$ cat config.mk
export PLATFORM = sky130hd
export DESIGN_NAME = core
export DESIGN_NICKNAME = d
export VERILOG_FILES = /design/src/core_pkg.sv /design/src/ctrl_if.sv /design/src/instr_mem.sv /design/src/decode.sv /design/src/exec.sv /design/src/register_file.sv /design/src/data_ram.sv /design/src/uart_tx.sv /design/src/uart_rx.sv /design/src/core.sv
export SDC_FILE = /design/constraint.sdc
export NUM_CORES = 2
export LEC_CHECK = 0
export BUFFER_PORTS_ARGS = -buffer_cell sky130_fd_sc_hd__clkbuf_2
export CAP_MARGIN = 20
export CORE_UTILIZATION = 45
export DETAILED_ROUTE_END_ITERATION = 10
export PLACE_DENSITY = 0.62
export RECOVER_POWER = 100
export SYNTH_ARGS = -nofsm -noshare
export SYNTH_HDL_FRONTEND = slang
export SYNTH_SLANG_ARGS = --single-unit
$ cat constraint.sdc
create_clock -name clk -period 22.4 [get_ports clk]
set_input_delay 4.48 -clock clk [delete_from_list [all_inputs] [get_ports clk]]
set_output_delay 4.48 -clock clk [all_outputs]
set_load 0.05 [all_outputs]
$ cat src/core_pkg.sv
`default_nettype none

package core_pkg;

    typedef logic [31:0] word_t;
    typedef logic [4:0]  reg_idx_t;
    typedef logic [7:0]  byte_t;

    typedef enum logic [2:0] {
        alu_add,
        alu_sub,
        alu_xor,
        alu_and,
        alu_or,
        alu_slt,
        alu_pass_b
    } alu_op_t;

    typedef enum logic [2:0] {
        st_fetch,
        st_decode,
        st_exec,
        st_mem,
        st_wb,
        st_out,
        st_in
    } core_state_t;

    localparam logic [6:0] op_imm    = 7'b0010011;
    localparam logic [6:0] op_reg    = 7'b0110011;
    localparam logic [6:0] op_load   = 7'b0000011;
    localparam logic [6:0] op_store  = 7'b0100011;
    localparam logic [6:0] op_branch = 7'b1100011;
    localparam logic [6:0] op_jal    = 7'b1101111;
    localparam logic [6:0] op_out    = 7'b0001011; // custom-0
    localparam logic [6:0] op_in     = 7'b0101011; // custom-1

    localparam int ram_words  = 64;
    localparam int ram_addr_w = $clog2(ram_words);

    localparam reg_idx_t test_reg = 5'd10; // Register shown on the debug port

    // Both UART directions use the same bit time in clocks
    localparam int clks_per_bit = 8;
    localparam int bit_timer_w  = $clog2(clks_per_bit);
    typedef logic [bit_timer_w-1:0] bit_timer_t;
    localparam bit_timer_t bit_last = bit_timer_t'(clks_per_bit - 1);
    localparam bit_timer_t bit_mid  = bit_timer_t'(clks_per_bit / 2 - 1);

endpackage

`default_nettype wire

$ cat src/ctrl_if.sv
`default_nettype none

interface ctrl_if;
    import core_pkg::*;

    word_t    imm;
    alu_op_t  alu_op;
    logic     alu_src;   // Second ALU operand is the immediate
    reg_idx_t rs1, rs2, rd;
    logic     reg_write, mem_read, mem_write;
    logic     branch_eq, branch_ne, jump;
    logic     data_out, data_in;

    modport dec (output imm, alu_op, alu_src, rs1, rs2, rd, reg_write, mem_read,
                 mem_write, branch_eq, branch_ne, jump, data_out, data_in);
    modport ex (input imm, alu_op, alu_src, branch_eq, branch_ne, jump);
    modport rf (input rs1, rs2, rd);

endinterface

`default_nettype wire

$ cat src/instr_mem.sv
`default_nettype none

module instr_mem (
    input  logic            clk,
    input  logic            en,
    input  core_pkg::word_t addr,
    output core_pkg::word_t instr
);
    import core_pkg::*;

    // The boot program reads four bytes, echoes each as (b ^ 8'h55) + 1 and sums them in x10
    always_ff @(posedge clk) begin
        if (en) begin
            case (addr[31:2])
                30'd0:   instr <= 32'h00400293; // addi x5, x0, 4
                30'd1:   instr <= 32'h05500313; // addi x6, x0, 0x55
                30'd2:   instr <= 32'h0ff00593; // addi x11, x0, 255
                30'd3:   instr <= 32'h000003ab; // in   x7
                30'd4:   instr <= 32'h00750533; // add  x10, x10, x7
                30'd5:   instr <= 32'h0063c433; // xor  x8, x7, x6
                30'd6:   instr <= 32'h00802023; // sw   x8, 0(x0)
                30'd7:   instr <= 32'h00002483; // lw   x9, 0(x0)
                30'd8:   instr <= 32'h00148493; // addi x9, x9, 1
                30'd9:   instr <= 32'h00b4f4b3; // and  x9, x9, x11
                30'd10:  instr <= 32'h0004800b; // out  x9
                30'd11:  instr <= 32'hfff28293; // addi x5, x5, -1
                30'd12:  instr <= 32'hfc029ee3; // bne  x5, x0, -36
                30'd13:  instr <= 32'h0000006f; // jal  x0, 0
                default: instr <= 32'h00000013; // NOP
            endcase
        end
    end

endmodule

`default_nettype wire

$ cat src/decode.sv
`default_nettype none

module decode (
    input  logic            clk,
    input  logic            rst,
    input  logic            en,
    input  core_pkg::word_t instr,
    ctrl_if.dec             ctrl
);
    import core_pkg::*;

    logic [6:0] opcode;
    logic [2:0] funct3;
    word_t      imm_next;
    alu_op_t    arith, alu_next;

    assign opcode = instr[6:0];
    assign funct3 = instr[14:12];

    always_comb begin
        case (opcode)
            op_store:  imm_next = {{20{instr[31]}}, instr[31:25], instr[11:7]};
            op_branch: imm_next = {{20{instr[31]}}, instr[7], instr[30:25], instr[11:8], 1'b0};
            op_jal:    imm_next = {{12{instr[31]}}, instr[19:12], instr[20], instr[30:21], 1'b0};
            default:   imm_next = {{20{instr[31]}}, instr[31:20]};
        endcase
    end

    // Register and immediate forms share funct3 but only op_reg has SUB
    always_comb begin
        case (funct3)
            3'b010:  arith = alu_slt;
            3'b100:  arith = alu_xor;
            3'b110:  arith = alu_or;
            3'b111:  arith = alu_and;
            default: arith = (opcode == op_reg && instr[30]) ? alu_sub : alu_add;
        endcase
        case (opcode)
            op_imm, op_reg: alu_next = arith;
            op_branch:      alu_next = alu_sub;
            op_jal, op_out: alu_next = alu_pass_b;
            default:        alu_next = alu_add; // Load and store address
        endcase
    end

    always_ff @(posedge clk) begin
        if (rst) begin
            {ctrl.reg_write, ctrl.mem_read, ctrl.mem_write, ctrl.jump} <= '0;
            {ctrl.branch_eq, ctrl.branch_ne, ctrl.data_out, ctrl.data_in} <= '0;
            ctrl.alu_op  <= alu_add;
            ctrl.alu_src <= 1'b0;
        end else if (en) begin
            ctrl.reg_write <= opcode inside {op_imm, op_reg, op_load, op_jal, op_in};
            ctrl.mem_read  <= opcode == op_load;
            ctrl.mem_write <= opcode == op_store;
            ctrl.jump      <= opcode == op_jal;
            ctrl.branch_eq <= opcode == op_branch && funct3 == 3'b000;
            ctrl.branch_ne <= opcode == op_branch && funct3 == 3'b001;
            ctrl.data_out  <= opcode == op_out;
            ctrl.data_in   <= opcode == op_in;
            ctrl.alu_src   <= opcode inside {op_imm, op_load, op_store, op_jal};
            ctrl.alu_op    <= alu_next;
        end
    end

    always_ff @(posedge clk) begin
        if (en) begin
            ctrl.imm <= imm_next;
            ctrl.rs1 <= instr[19:15];
            ctrl.rs2 <= instr[24:20];
            ctrl.rd  <= instr[11:7];
        end
    end

endmodule

`default_nettype wire

$ cat src/exec.sv
`default_nettype none

module exec (
    input  core_pkg::word_t pc,
    ctrl_if.ex              ctrl,
    input  core_pkg::word_t rs1_data,
    input  core_pkg::word_t rs2_data,
    output core_pkg::word_t alu_result,
    output core_pkg::word_t store_data,
    output logic            branch_taken,
    output core_pkg::word_t branch_target
);
    import core_pkg::*;

    word_t op_b;
    logic  equal;

    assign op_b = ctrl.alu_src ? ctrl.imm : rs2_data;

    always_comb begin
        case (ctrl.alu_op)
            alu_add: alu_result = rs1_data + op_b;
            alu_sub: alu_result = rs1_data - op_b;
            alu_xor: alu_result = rs1_data ^ op_b;
            alu_and: alu_result = rs1_data & op_b;
            alu_or:  alu_result = rs1_data | op_b;
            alu_slt: alu_result = {31'b0, $signed(rs1_data) < $signed(op_b)};
            default: alu_result = op_b;
        endcase
    end

    // BEQ and BNE both compare the two register operands
    assign equal = rs1_data == rs2_data;
    assign branch_taken = ctrl.jump | (ctrl.branch_eq & equal) | (ctrl.branch_ne & ~equal);
    assign branch_target = pc + ctrl.imm; // Same adder serves JAL and the branches
    assign store_data = rs2_data;

endmodule

`default_nettype wire

$ cat src/register_file.sv
`default_nettype none

module register_file (
    input  logic            clk,
    input  logic            rst,
    ctrl_if.rf              ctrl,
    input  logic            we,
    input  core_pkg::word_t wb_data,
    output core_pkg::word_t rs1_data,
    output core_pkg::word_t rs2_data,
    output core_pkg::word_t test
);
    import core_pkg::*;

    word_t regs [32];

    always_ff @(posedge clk) begin
        if (rst) begin
            for (int i = 0; i < 32; i++) begin
                regs[i] <= '0;
            end
        end else if (we && ctrl.rd != '0) begin // x0 keeps its reset value of zero
            regs[ctrl.rd] <= wb_data;
        end
    end

    assign rs1_data = regs[ctrl.rs1];
    assign rs2_data = regs[ctrl.rs2];
    assign test     = regs[test_reg];

endmodule

`default_nettype wire

$ cat src/data_ram.sv
`default_nettype none

module data_ram (
    input  logic                            clk,
    input  logic                            en,
    input  logic                            we,
    input  logic [core_pkg::ram_addr_w-1:0] addr,
    input  core_pkg::word_t                 wdata,
    output core_pkg::word_t                 rdata
);
    import core_pkg::*;

    word_t mem [ram_words];

    always_ff @(posedge clk) begin
        if (en) begin
            if (we) begin
                mem[addr] <= wdata;
            end
            rdata <= mem[addr]; // Old contents on a write cycle
        end
    end

endmodule

`default_nettype wire

$ cat src/uart_tx.sv
`default_nettype none

module uart_tx (
    input  logic            clk,
    input  logic            rst,
    input  logic            start,
    input  core_pkg::byte_t data,
    output logic            busy,
    output logic            line
);
    import core_pkg::*;

    logic [9:0] shift;   // Stop bit, data, start bit
    logic [3:0] bit_cnt;
    bit_timer_t timer;

    always_ff @(posedge clk) begin
        if (rst) begin
            shift   <= '1;
            busy    <= 1'b0;
            bit_cnt <= '0;
            timer   <= '0;
        end else if (!busy) begin
            if (start) begin
                shift   <= {1'b1, data, 1'b0};
                busy    <= 1'b1;
                bit_cnt <= '0;
                timer   <= '0;
            end
        end else begin
            timer <= timer + 1'b1;
            if (timer == bit_last) begin
                timer   <= '0;
                shift   <= {1'b1, shift[9:1]}; // Ones fill in behind so the line idles high
                bit_cnt <= bit_cnt + 1'b1;
                if (bit_cnt == 4'd9) begin
                    busy <= 1'b0;
                end
            end
        end
    end

    assign line = shift[0];

endmodule

`default_nettype wire

$ cat src/uart_rx.sv
`default_nettype none

module uart_rx (
    input  logic            clk,
    input  logic            rst,
    input  logic            line,
    input  logic            take,
    output logic            ready,
    output core_pkg::byte_t data
);
    import core_pkg::*;

    logic       line_meta, line_sync;
    logic       active;
    logic [3:0] bit_cnt;
    bit_timer_t timer;
    byte_t      shift;

    always_ff @(posedge clk) begin
        if (rst) begin
            line_meta <= 1'b1;
            line_sync <= 1'b1;
            active    <= 1'b0;
            ready     <= 1'b0;
            bit_cnt   <= '0;
            timer     <= '0;
        end else begin
            line_meta <= line;
            line_sync <= line_meta;
            if (take) begin
                ready <= 1'b0;
            end
            if (!active) begin
                if (!line_sync) begin // Falling edge of a start bit
                    active  <= 1'b1;
                    bit_cnt <= '0;
                    timer   <= '0;
                end
            end else begin
                timer <= timer + 1'b1;
                if (bit_cnt == 4'd0) begin
                    // Recheck the start bit at mid-bit, then sample once per bit time
                    if (timer == bit_mid) begin
                        timer   <= '0;
                        active  <= !line_sync;
                        bit_cnt <= 4'd1;
                    end
                end else if (timer == bit_last) begin
                    timer   <= '0;
                    bit_cnt <= bit_cnt + 1'b1;
                    if (bit_cnt == 4'd9) begin
                        active <= 1'b0;
                        if (line_sync) begin // A low stop bit drops the byte
                            ready <= 1'b1;
                        end
                    end
                end
            end
        end
    end

    always_ff @(posedge clk) begin
        if (active && bit_cnt != 4'd0 && timer == bit_last) begin
            if (bit_cnt == 4'd9) begin
                data <= shift;
            end else begin
                shift <= {line_sync, shift[7:1]}; // LSB arrives first
            end
        end
    end

endmodule

`default_nettype wire

$ cat src/core.sv
`default_nettype none

module core (
    input  logic            clk,
    input  logic            rst,
    input  logic            uart_rx_line,
    output logic            uart_tx_line,
    output core_pkg::word_t test
);
    import core_pkg::*;

    core_state_t state;
    word_t       pc, pc_plus4, instr;
    word_t       rs1_data, rs2_data, alu_result, store_data, branch_target;
    word_t       ram_rdata, wb_data;
    word_t       mem_result_q, wb_q;
    logic        branch_taken, rf_we;
    logic        tx_start, tx_busy, rx_take, rx_ready;
    byte_t       rx_data;

    ctrl_if ctrl ();

    instr_mem instr_mem_inst (.clk, .en(state == st_fetch), .addr(pc), .instr);

    decode decode_inst (.clk, .rst, .en(state == st_decode), .instr, .ctrl(ctrl.dec));

    exec exec_inst (
        .pc, .ctrl(ctrl.ex), .rs1_data, .rs2_data,
        .alu_result, .store_data, .branch_taken, .branch_target
    );

    register_file register_file_inst (
        .clk, .rst, .ctrl(ctrl.rf), .we(rf_we), .wb_data, .rs1_data, .rs2_data, .test
    );

    data_ram data_ram_inst (
        .clk, .en(state == st_mem), .we(ctrl.mem_write),
        .addr(mem_result_q[ram_addr_w+1:2]), .wdata(store_data), .rdata(ram_rdata)
    );

    uart_tx uart_tx_inst (
        .clk, .rst, .start(tx_start), .data(rs1_data[7:0]), .busy(tx_busy), .line(uart_tx_line)
    );

    uart_rx uart_rx_inst (
        .clk, .rst, .line(uart_rx_line), .take(rx_take), .ready(rx_ready), .data(rx_data)
    );

    assign pc_plus4 = pc + 32'd4;
    assign tx_start = state == st_out && !tx_busy;
    assign rx_take  = state == st_in && rx_ready;
    assign rf_we    = state == st_wb && ctrl.reg_write;
    assign wb_data  = ctrl.mem_read ? ram_rdata : wb_q; // RAM data arrives in st_wb

    always_ff @(posedge clk) begin
        if (rst) begin
            state <= st_fetch;
            pc    <= '0;
        end else begin
            case (state)
                st_fetch:  state <= st_decode;
                st_decode: state <= st_exec;
                st_exec:   state <= ctrl.data_out ? st_out : ctrl.data_in ? st_in : st_mem;
                st_out:    if (!tx_busy) state <= st_mem;
                st_in:     if (rx_ready) state <= st_mem;
                st_mem:    state <= st_wb;
                st_wb: begin
                    state <= st_fetch;
                    pc    <= branch_taken ? branch_target : pc_plus4;
                end
                default:   state <= st_fetch;
            endcase
        end
    end

    // Memory-stage result and write-back value
    always_ff @(posedge clk) begin
        if (state == st_exec) begin
            mem_result_q <= alu_result;
        end
        if (rx_take) begin
            wb_q <= {24'h0, rx_data};
        end else if (state == st_mem && !ctrl.data_in) begin
            wb_q <= ctrl.jump ? pc_plus4 : mem_result_q; // JAL links pc + 4
        end
    end

endmodule

`default_nettype wire

== After elaboration in Yosys (flattened, before gate mapping) ==
Memory sizes are Yosys's and may differ from the RTL's. A register that Yosys moved wholly into a read port is not among the register bits.
Index checks and enable logic that the tools add are counted.

* Bits in registers: 224
* Latch bits: 0
* RAM bits: 3072
* Memory bits (read-only): 464
* Input port bits: 3
* Output and inout port bits: 33
* Logic and storage cells: 186
* Memories: 3

{| class="wikitable"
|+ Memories
! name !! words !! width !! rd ports !! clocked after Yosys merged registers in !! wr ports !! RTL line !! RTL
|-
| data_ram_inst.mem || 64 || 32 || 1 || 1 || 1 || data_ram.sv:13 || <nowiki>word_t mem [ram_words];</nowiki>
|-
| register_file_inst.regs || 32 || 32 || 3 || 2 || 32 || register_file.sv:15 || <nowiki>word_t regs [32];</nowiki>
|-
| (name not given) || 16 || 29 || 1 || 1 || 0 || instr_mem.sv:14 || <nowiki>case (addr[31:2])</nowiki>
|}

* Add/sub/neg operators: 8
* $mul: 0
* Div/mod/pow operators: 0
* Magnitude comparators: 1
* Equal/unequal tests: 36
* Shifts and indexed selects: 0
* Muxes and demuxes: 64
* Bitwise gates (word level): 9
* Reduce and logical (&&, ||, !) cells: 33

{| class="wikitable"
|+ Operators by type and width
! kind !! number
|-
| $pmux W32 S6 || 1
|-
| $mux W32 || 5
|-
| $add A32 B32 Y32 || 2
|-
| $pmux W20 S3 || 1
|-
| $mux W3 || 12
|-
| $add A32 B3 Y32 const B || 1
|-
| $and A32 B32 Y32 || 1
|-
| $eq A32 B32 Y1 || 1
|-
| $lt A32 B32 Y1 || 1
|-
| $mux W4 || 8
|-
| $or A32 B32 Y32 || 1
|-
| $reduce_or A32 Y1 || 1
|-
| $sub A32 B32 Y32 || 1
|-
| $xor A32 B32 Y32 || 1
|-
| $eq A3 B3 Y1 const B || 10
|-
| $mux W10 || 3
|-
| $logic_not A26 Y1 || 1
|-
| $mux W1 || 26
|-
| $eq A7 B6 Y1 const B || 3
|-
| $eq A3 B2 Y1 const B || 6
|-
| $pmux W3 S6 || 1
|-
| $mux W8 || 2
|-
| $mux W5 || 3
|-
| $eq A7 B7 Y1 const B || 2
|-
| 25 further kinds || 57
|}

== Logic depth before layout (Yosys ltp) ==
* Depth in word-level cells: 8
* Gate-level depth with buffers: 26
* Gate-level depth less buffers: 21

== Hierarchy ==
From an unflattened synthesis, not the netlist that was laid out.

* Cell total of the unflattened synthesis: 11248
* Area total of the unflattened synthesis: 153953.9 um2

{| class="wikitable"
|+ By module, submodules not included
! module !! times used !! cells an instance !! area an instance (um2)
|-
| data_ram || 1 || 4438 || 78800.6
|-
| register_file || 1 || 4605 || 56141.3
|-
| exec || 1 || 1209 || 8403.1
|-
| core || 1 || 546 || 5176.2
|-
| decode || 1 || 143 || 1969.4
|-
| instr_mem || 1 || 135 || 1561.5
|-
| uart_rx || 1 || 84 || 1088.5
|-
| uart_tx || 1 || 88 || 813.3
|}

== Worst setup path before layout ==
No wires, ideal clock.

* Path kind: reg2reg
* Start point: reg with a tool-made name
* End point: reg mem_result_q[28] (data pin)
* Library setup time: 283 ps
* Arrival: 7415 ps
* Data required time: 22117 ps
* Path slack: 14702 ps
* Stages on the path, launching flop included: 24
* Path buffers: 6
* Period minus slack after synthesis: 7698 ps
* Cell sequence: dfxtp_1 buf_4 buf_8 buf_6 buf_4 buf_4 mux4_2 mux2i_1 o21ai_0 mux2i_1 ha_1 clkbuf_1 o21a_1 o21ai_0 a21oi_1 o31ai_1 o211ai_1 a211o_1 a31oi_1 o31ai_1 a2111oi_0 nor4_1 o21ai_0 a22oi_1

{| class="wikitable"
|+ RTL lines
! element !! RTL line !! RTL
|-
| end signal, assigned || core.sv:79 || <nowiki>mem_result_q <= alu_result;</nowiki>
|-
| end, declared || core.sv:16 || <nowiki>word_t mem_result_q, wb_q;</nowiki>
|}

==> reports/results.ini <==
[route]
vias_per_cell = 6.58
drc_errors = 0
wl_per_cell_um = 34.7
drtAntennaViolNets = 0
first_iter_violations = 13500
detail_route.wirelength_mm = 470
vias = 89100
drt_first_pass_iters = 6

[worst_hold_path]
hp-class = reg2reg

[cts]
hold_buffers = 0
cts_num_sinks = 3326
clk_pin_slew_ns = 0.07
cts_tree = done
htree_levels = 5
cts_buffers = 341
clkLatencyLatePin_ns = 0.99
clockBufferDepth = 4
cts_root_buffer = clkbuf_16
cts_setup_buffers = 0
cts.repair.resized = 0

[timing]
hold_ws_ns = 0.411
slew_headroom_pct = -386
slew_viol_final = 7144
tightestPinTransition_ns = 7.29
fin_worst_skew_ns = 0.152
fin_crit_ns = 14.80
fmax_mhz = 67.6
rsz0062_at_grt = no
final_hold_viol_count = 0
finalSetupTns_ns = 0
fin_crit_sh_pct = 66.1
finalSetupViolations = 0

[synthesis]
ys_async_sr_fraction_pct = 0
yosys_warnings = 0
synth.avg_cell_area_um2 = 15.3
yosysSeqAreaShare_pct = 71.0
synth-edff-count = 3218
yosys_most_used_dff = edfxtp_1
syn_inst = 9117
synth-seq-cells = 3326
synthesis.area_um2 = 139000
ys_types = 85

[pwr]
finalPower_mw = 17.2
peakVddDrop_mv = 0.0772
power.density_nw_per_um2 = 110
p_leak_nw = 50.2

[place]
dp_hpwl_mm = 276
gp_congestion = 0.954
portBuffers = 35

[layout]
nNetsFinal = 9306
layout_commonest_cell = edfxtp_1
layout-drive-gt1-share_pct = 12.5
area_delta_synth_final_pct = 12.1
mostFrequentLayoutCells = edfxtp_1 (3218), nor2_1 (1255), a22oi_1 (706), clkbuf_16 (341), mux4_2 (340)
fillers = 25100

[global_route]
grt_max_degree = 115
grt_util_all_layers_pct = 29.5
grt_pass1_wl_mm = 649
grt_pass1_vias = 84400
grt-ovfl-total = 0
antenna_found_initial = 28

[setup_path]
crit_required_ns = 23.08
arrival_ns = 15.48
crit_path_max_fanout = 66
crit_top_cell = clkbuf_1
worstSetupEndpointType = register
cp-start-kind = register
critPathKind = reg2reg
cp_slowest_stage_delay_ns = 2.14
crit_slowest_cell = clkbuf_1

[job]
drv_cap = 194

[outcome]
violations = max-capacitance violations, max-slew violations
status = finished with violations

[die]
initial_core_util_pct = 45.4
die_w_um = 558
die_area_um2 = 311000
fp.dieH_um = 558
ios = 36
rows = 203
core_region_area_um2 = 307000

-- cell families after synthesis --
kind of cell	share of synthesized area [%]
compound gates	10.8
xor+xnor	0.718
fa+ha+maj	1.39
buf+inv	2.57
flops	71.0
mux	7.31
other cells	0.00270
simple gates	6.23
-- registers in the layout, indices dropped and copies added, names as in the netlist, 4 cells and up, named ones only --
name,count
uart_tx_inst.shift,9
instr_mem_inst.instr,26
data_ram_inst.rdata,32
decode_inst.ctrl.rs2,5
uart_tx_inst.bit_cnt,4
data_ram_inst.mem,2048
decode_inst.ctrl.rs1,4
mem_result_q,32
register_file_inst.regs,1024
pc,32
uart_rx_inst.bit_cnt,4
decode_inst.ctrl.rd,5
decode_inst.ctrl.imm,18
uart_rx_inst.data,8
wb_q,32
uart_rx_inst.shift,8
-- power by group --
group / leakage, nW / internal, mW / switching (mW)
registers: 31.4 / 7.55 / 0.139
clock network: 5.58 / 3.31 / 2.52
logic: 13.2 / 0.986 / 2.65
-- Yosys cell counts (145+ instances only) --
cell type	number	area share [%]
edfxtp_1	3218	69
nor2_1	1302	3.5
a22oi_1	706	3.8
clkbuf_1	548	1.5
mux4_2	340	5.5
a21oi_1	304	1.1
a22o_1	238	1.5
a221oi_1	233	1.5
nand2_1	217	0.59
a31oi_1	216	0.97
mux2i_1	198	1.4
ha_1	150	1.3
o21ai_0	145	0.52
-- metrics by stage --
step	instance area, um^2	cells	utilization, %	setup slack, ns
finish	156000	13500	50.9	7.60
global route	156000	13500	50.9	6.98
CTS	157000	13500	51.2	14.24
detailed placement	145000	12900	47.4	14.14
global placement	145000	12900	47.4	14.11
floorplan	139000	9148	-	14.70
-- critical path: cells and delay by family (launching register included) --
| kind | cells | cell delay (ns) |
|---|---|---|
| AO/OA/AOI/OAI | 11 | 3.58 |
| buffers and inverters | 6 | 7.43 |
| AND/OR/NAND/NOR | 5 | 0.91 |
| flip-flops | 1 | 1.09 |
| adder cells (fa/ha/maj) | 2 | 0.51 |
| multiplexers | 1 | 0.92 |
-- metal layers --
metal  global-route usage [%]  up-vias  share of wire [%]
met5                        0        -              0.020
met4                     15.1       14                5.9
met3                     7.01      986                 13
met1                     40.3    45600                 37
li1                         -    36100                  -
met2                     44.3     6384                 44
-- worst paths after layout --
path                            from          endpoint  slack [ns]  cells past startpoint
max                         register  mem_result_q[28]        7.60                     25
min          decode_inst.ctrl.rs1[0]          register        0.41                      2
max reg2reg                 register  mem_result_q[28]        7.60                     25
min reg2reg  decode_inst.ctrl.rs1[0]          register        0.41                      2
-- final cells by class --
class | count | area, um^2 | area share (%)
clock inverter | 232 | 2730 | 1.75
antenna | 9 | 22.5 | 0.0144
multi-input combinational | 4967 | 37800 | 24.2
tap | 4100 | 5130 | 3.29
inverter | 132 | 498 | 0.319
clock buffer | 396 | 8750 | 5.61
sequential | 3326 | 98800 | 63.4
timing repair buffer | 382 | 2230 | 1.43
No activity file was read; power rests on OpenSTA's default activity.
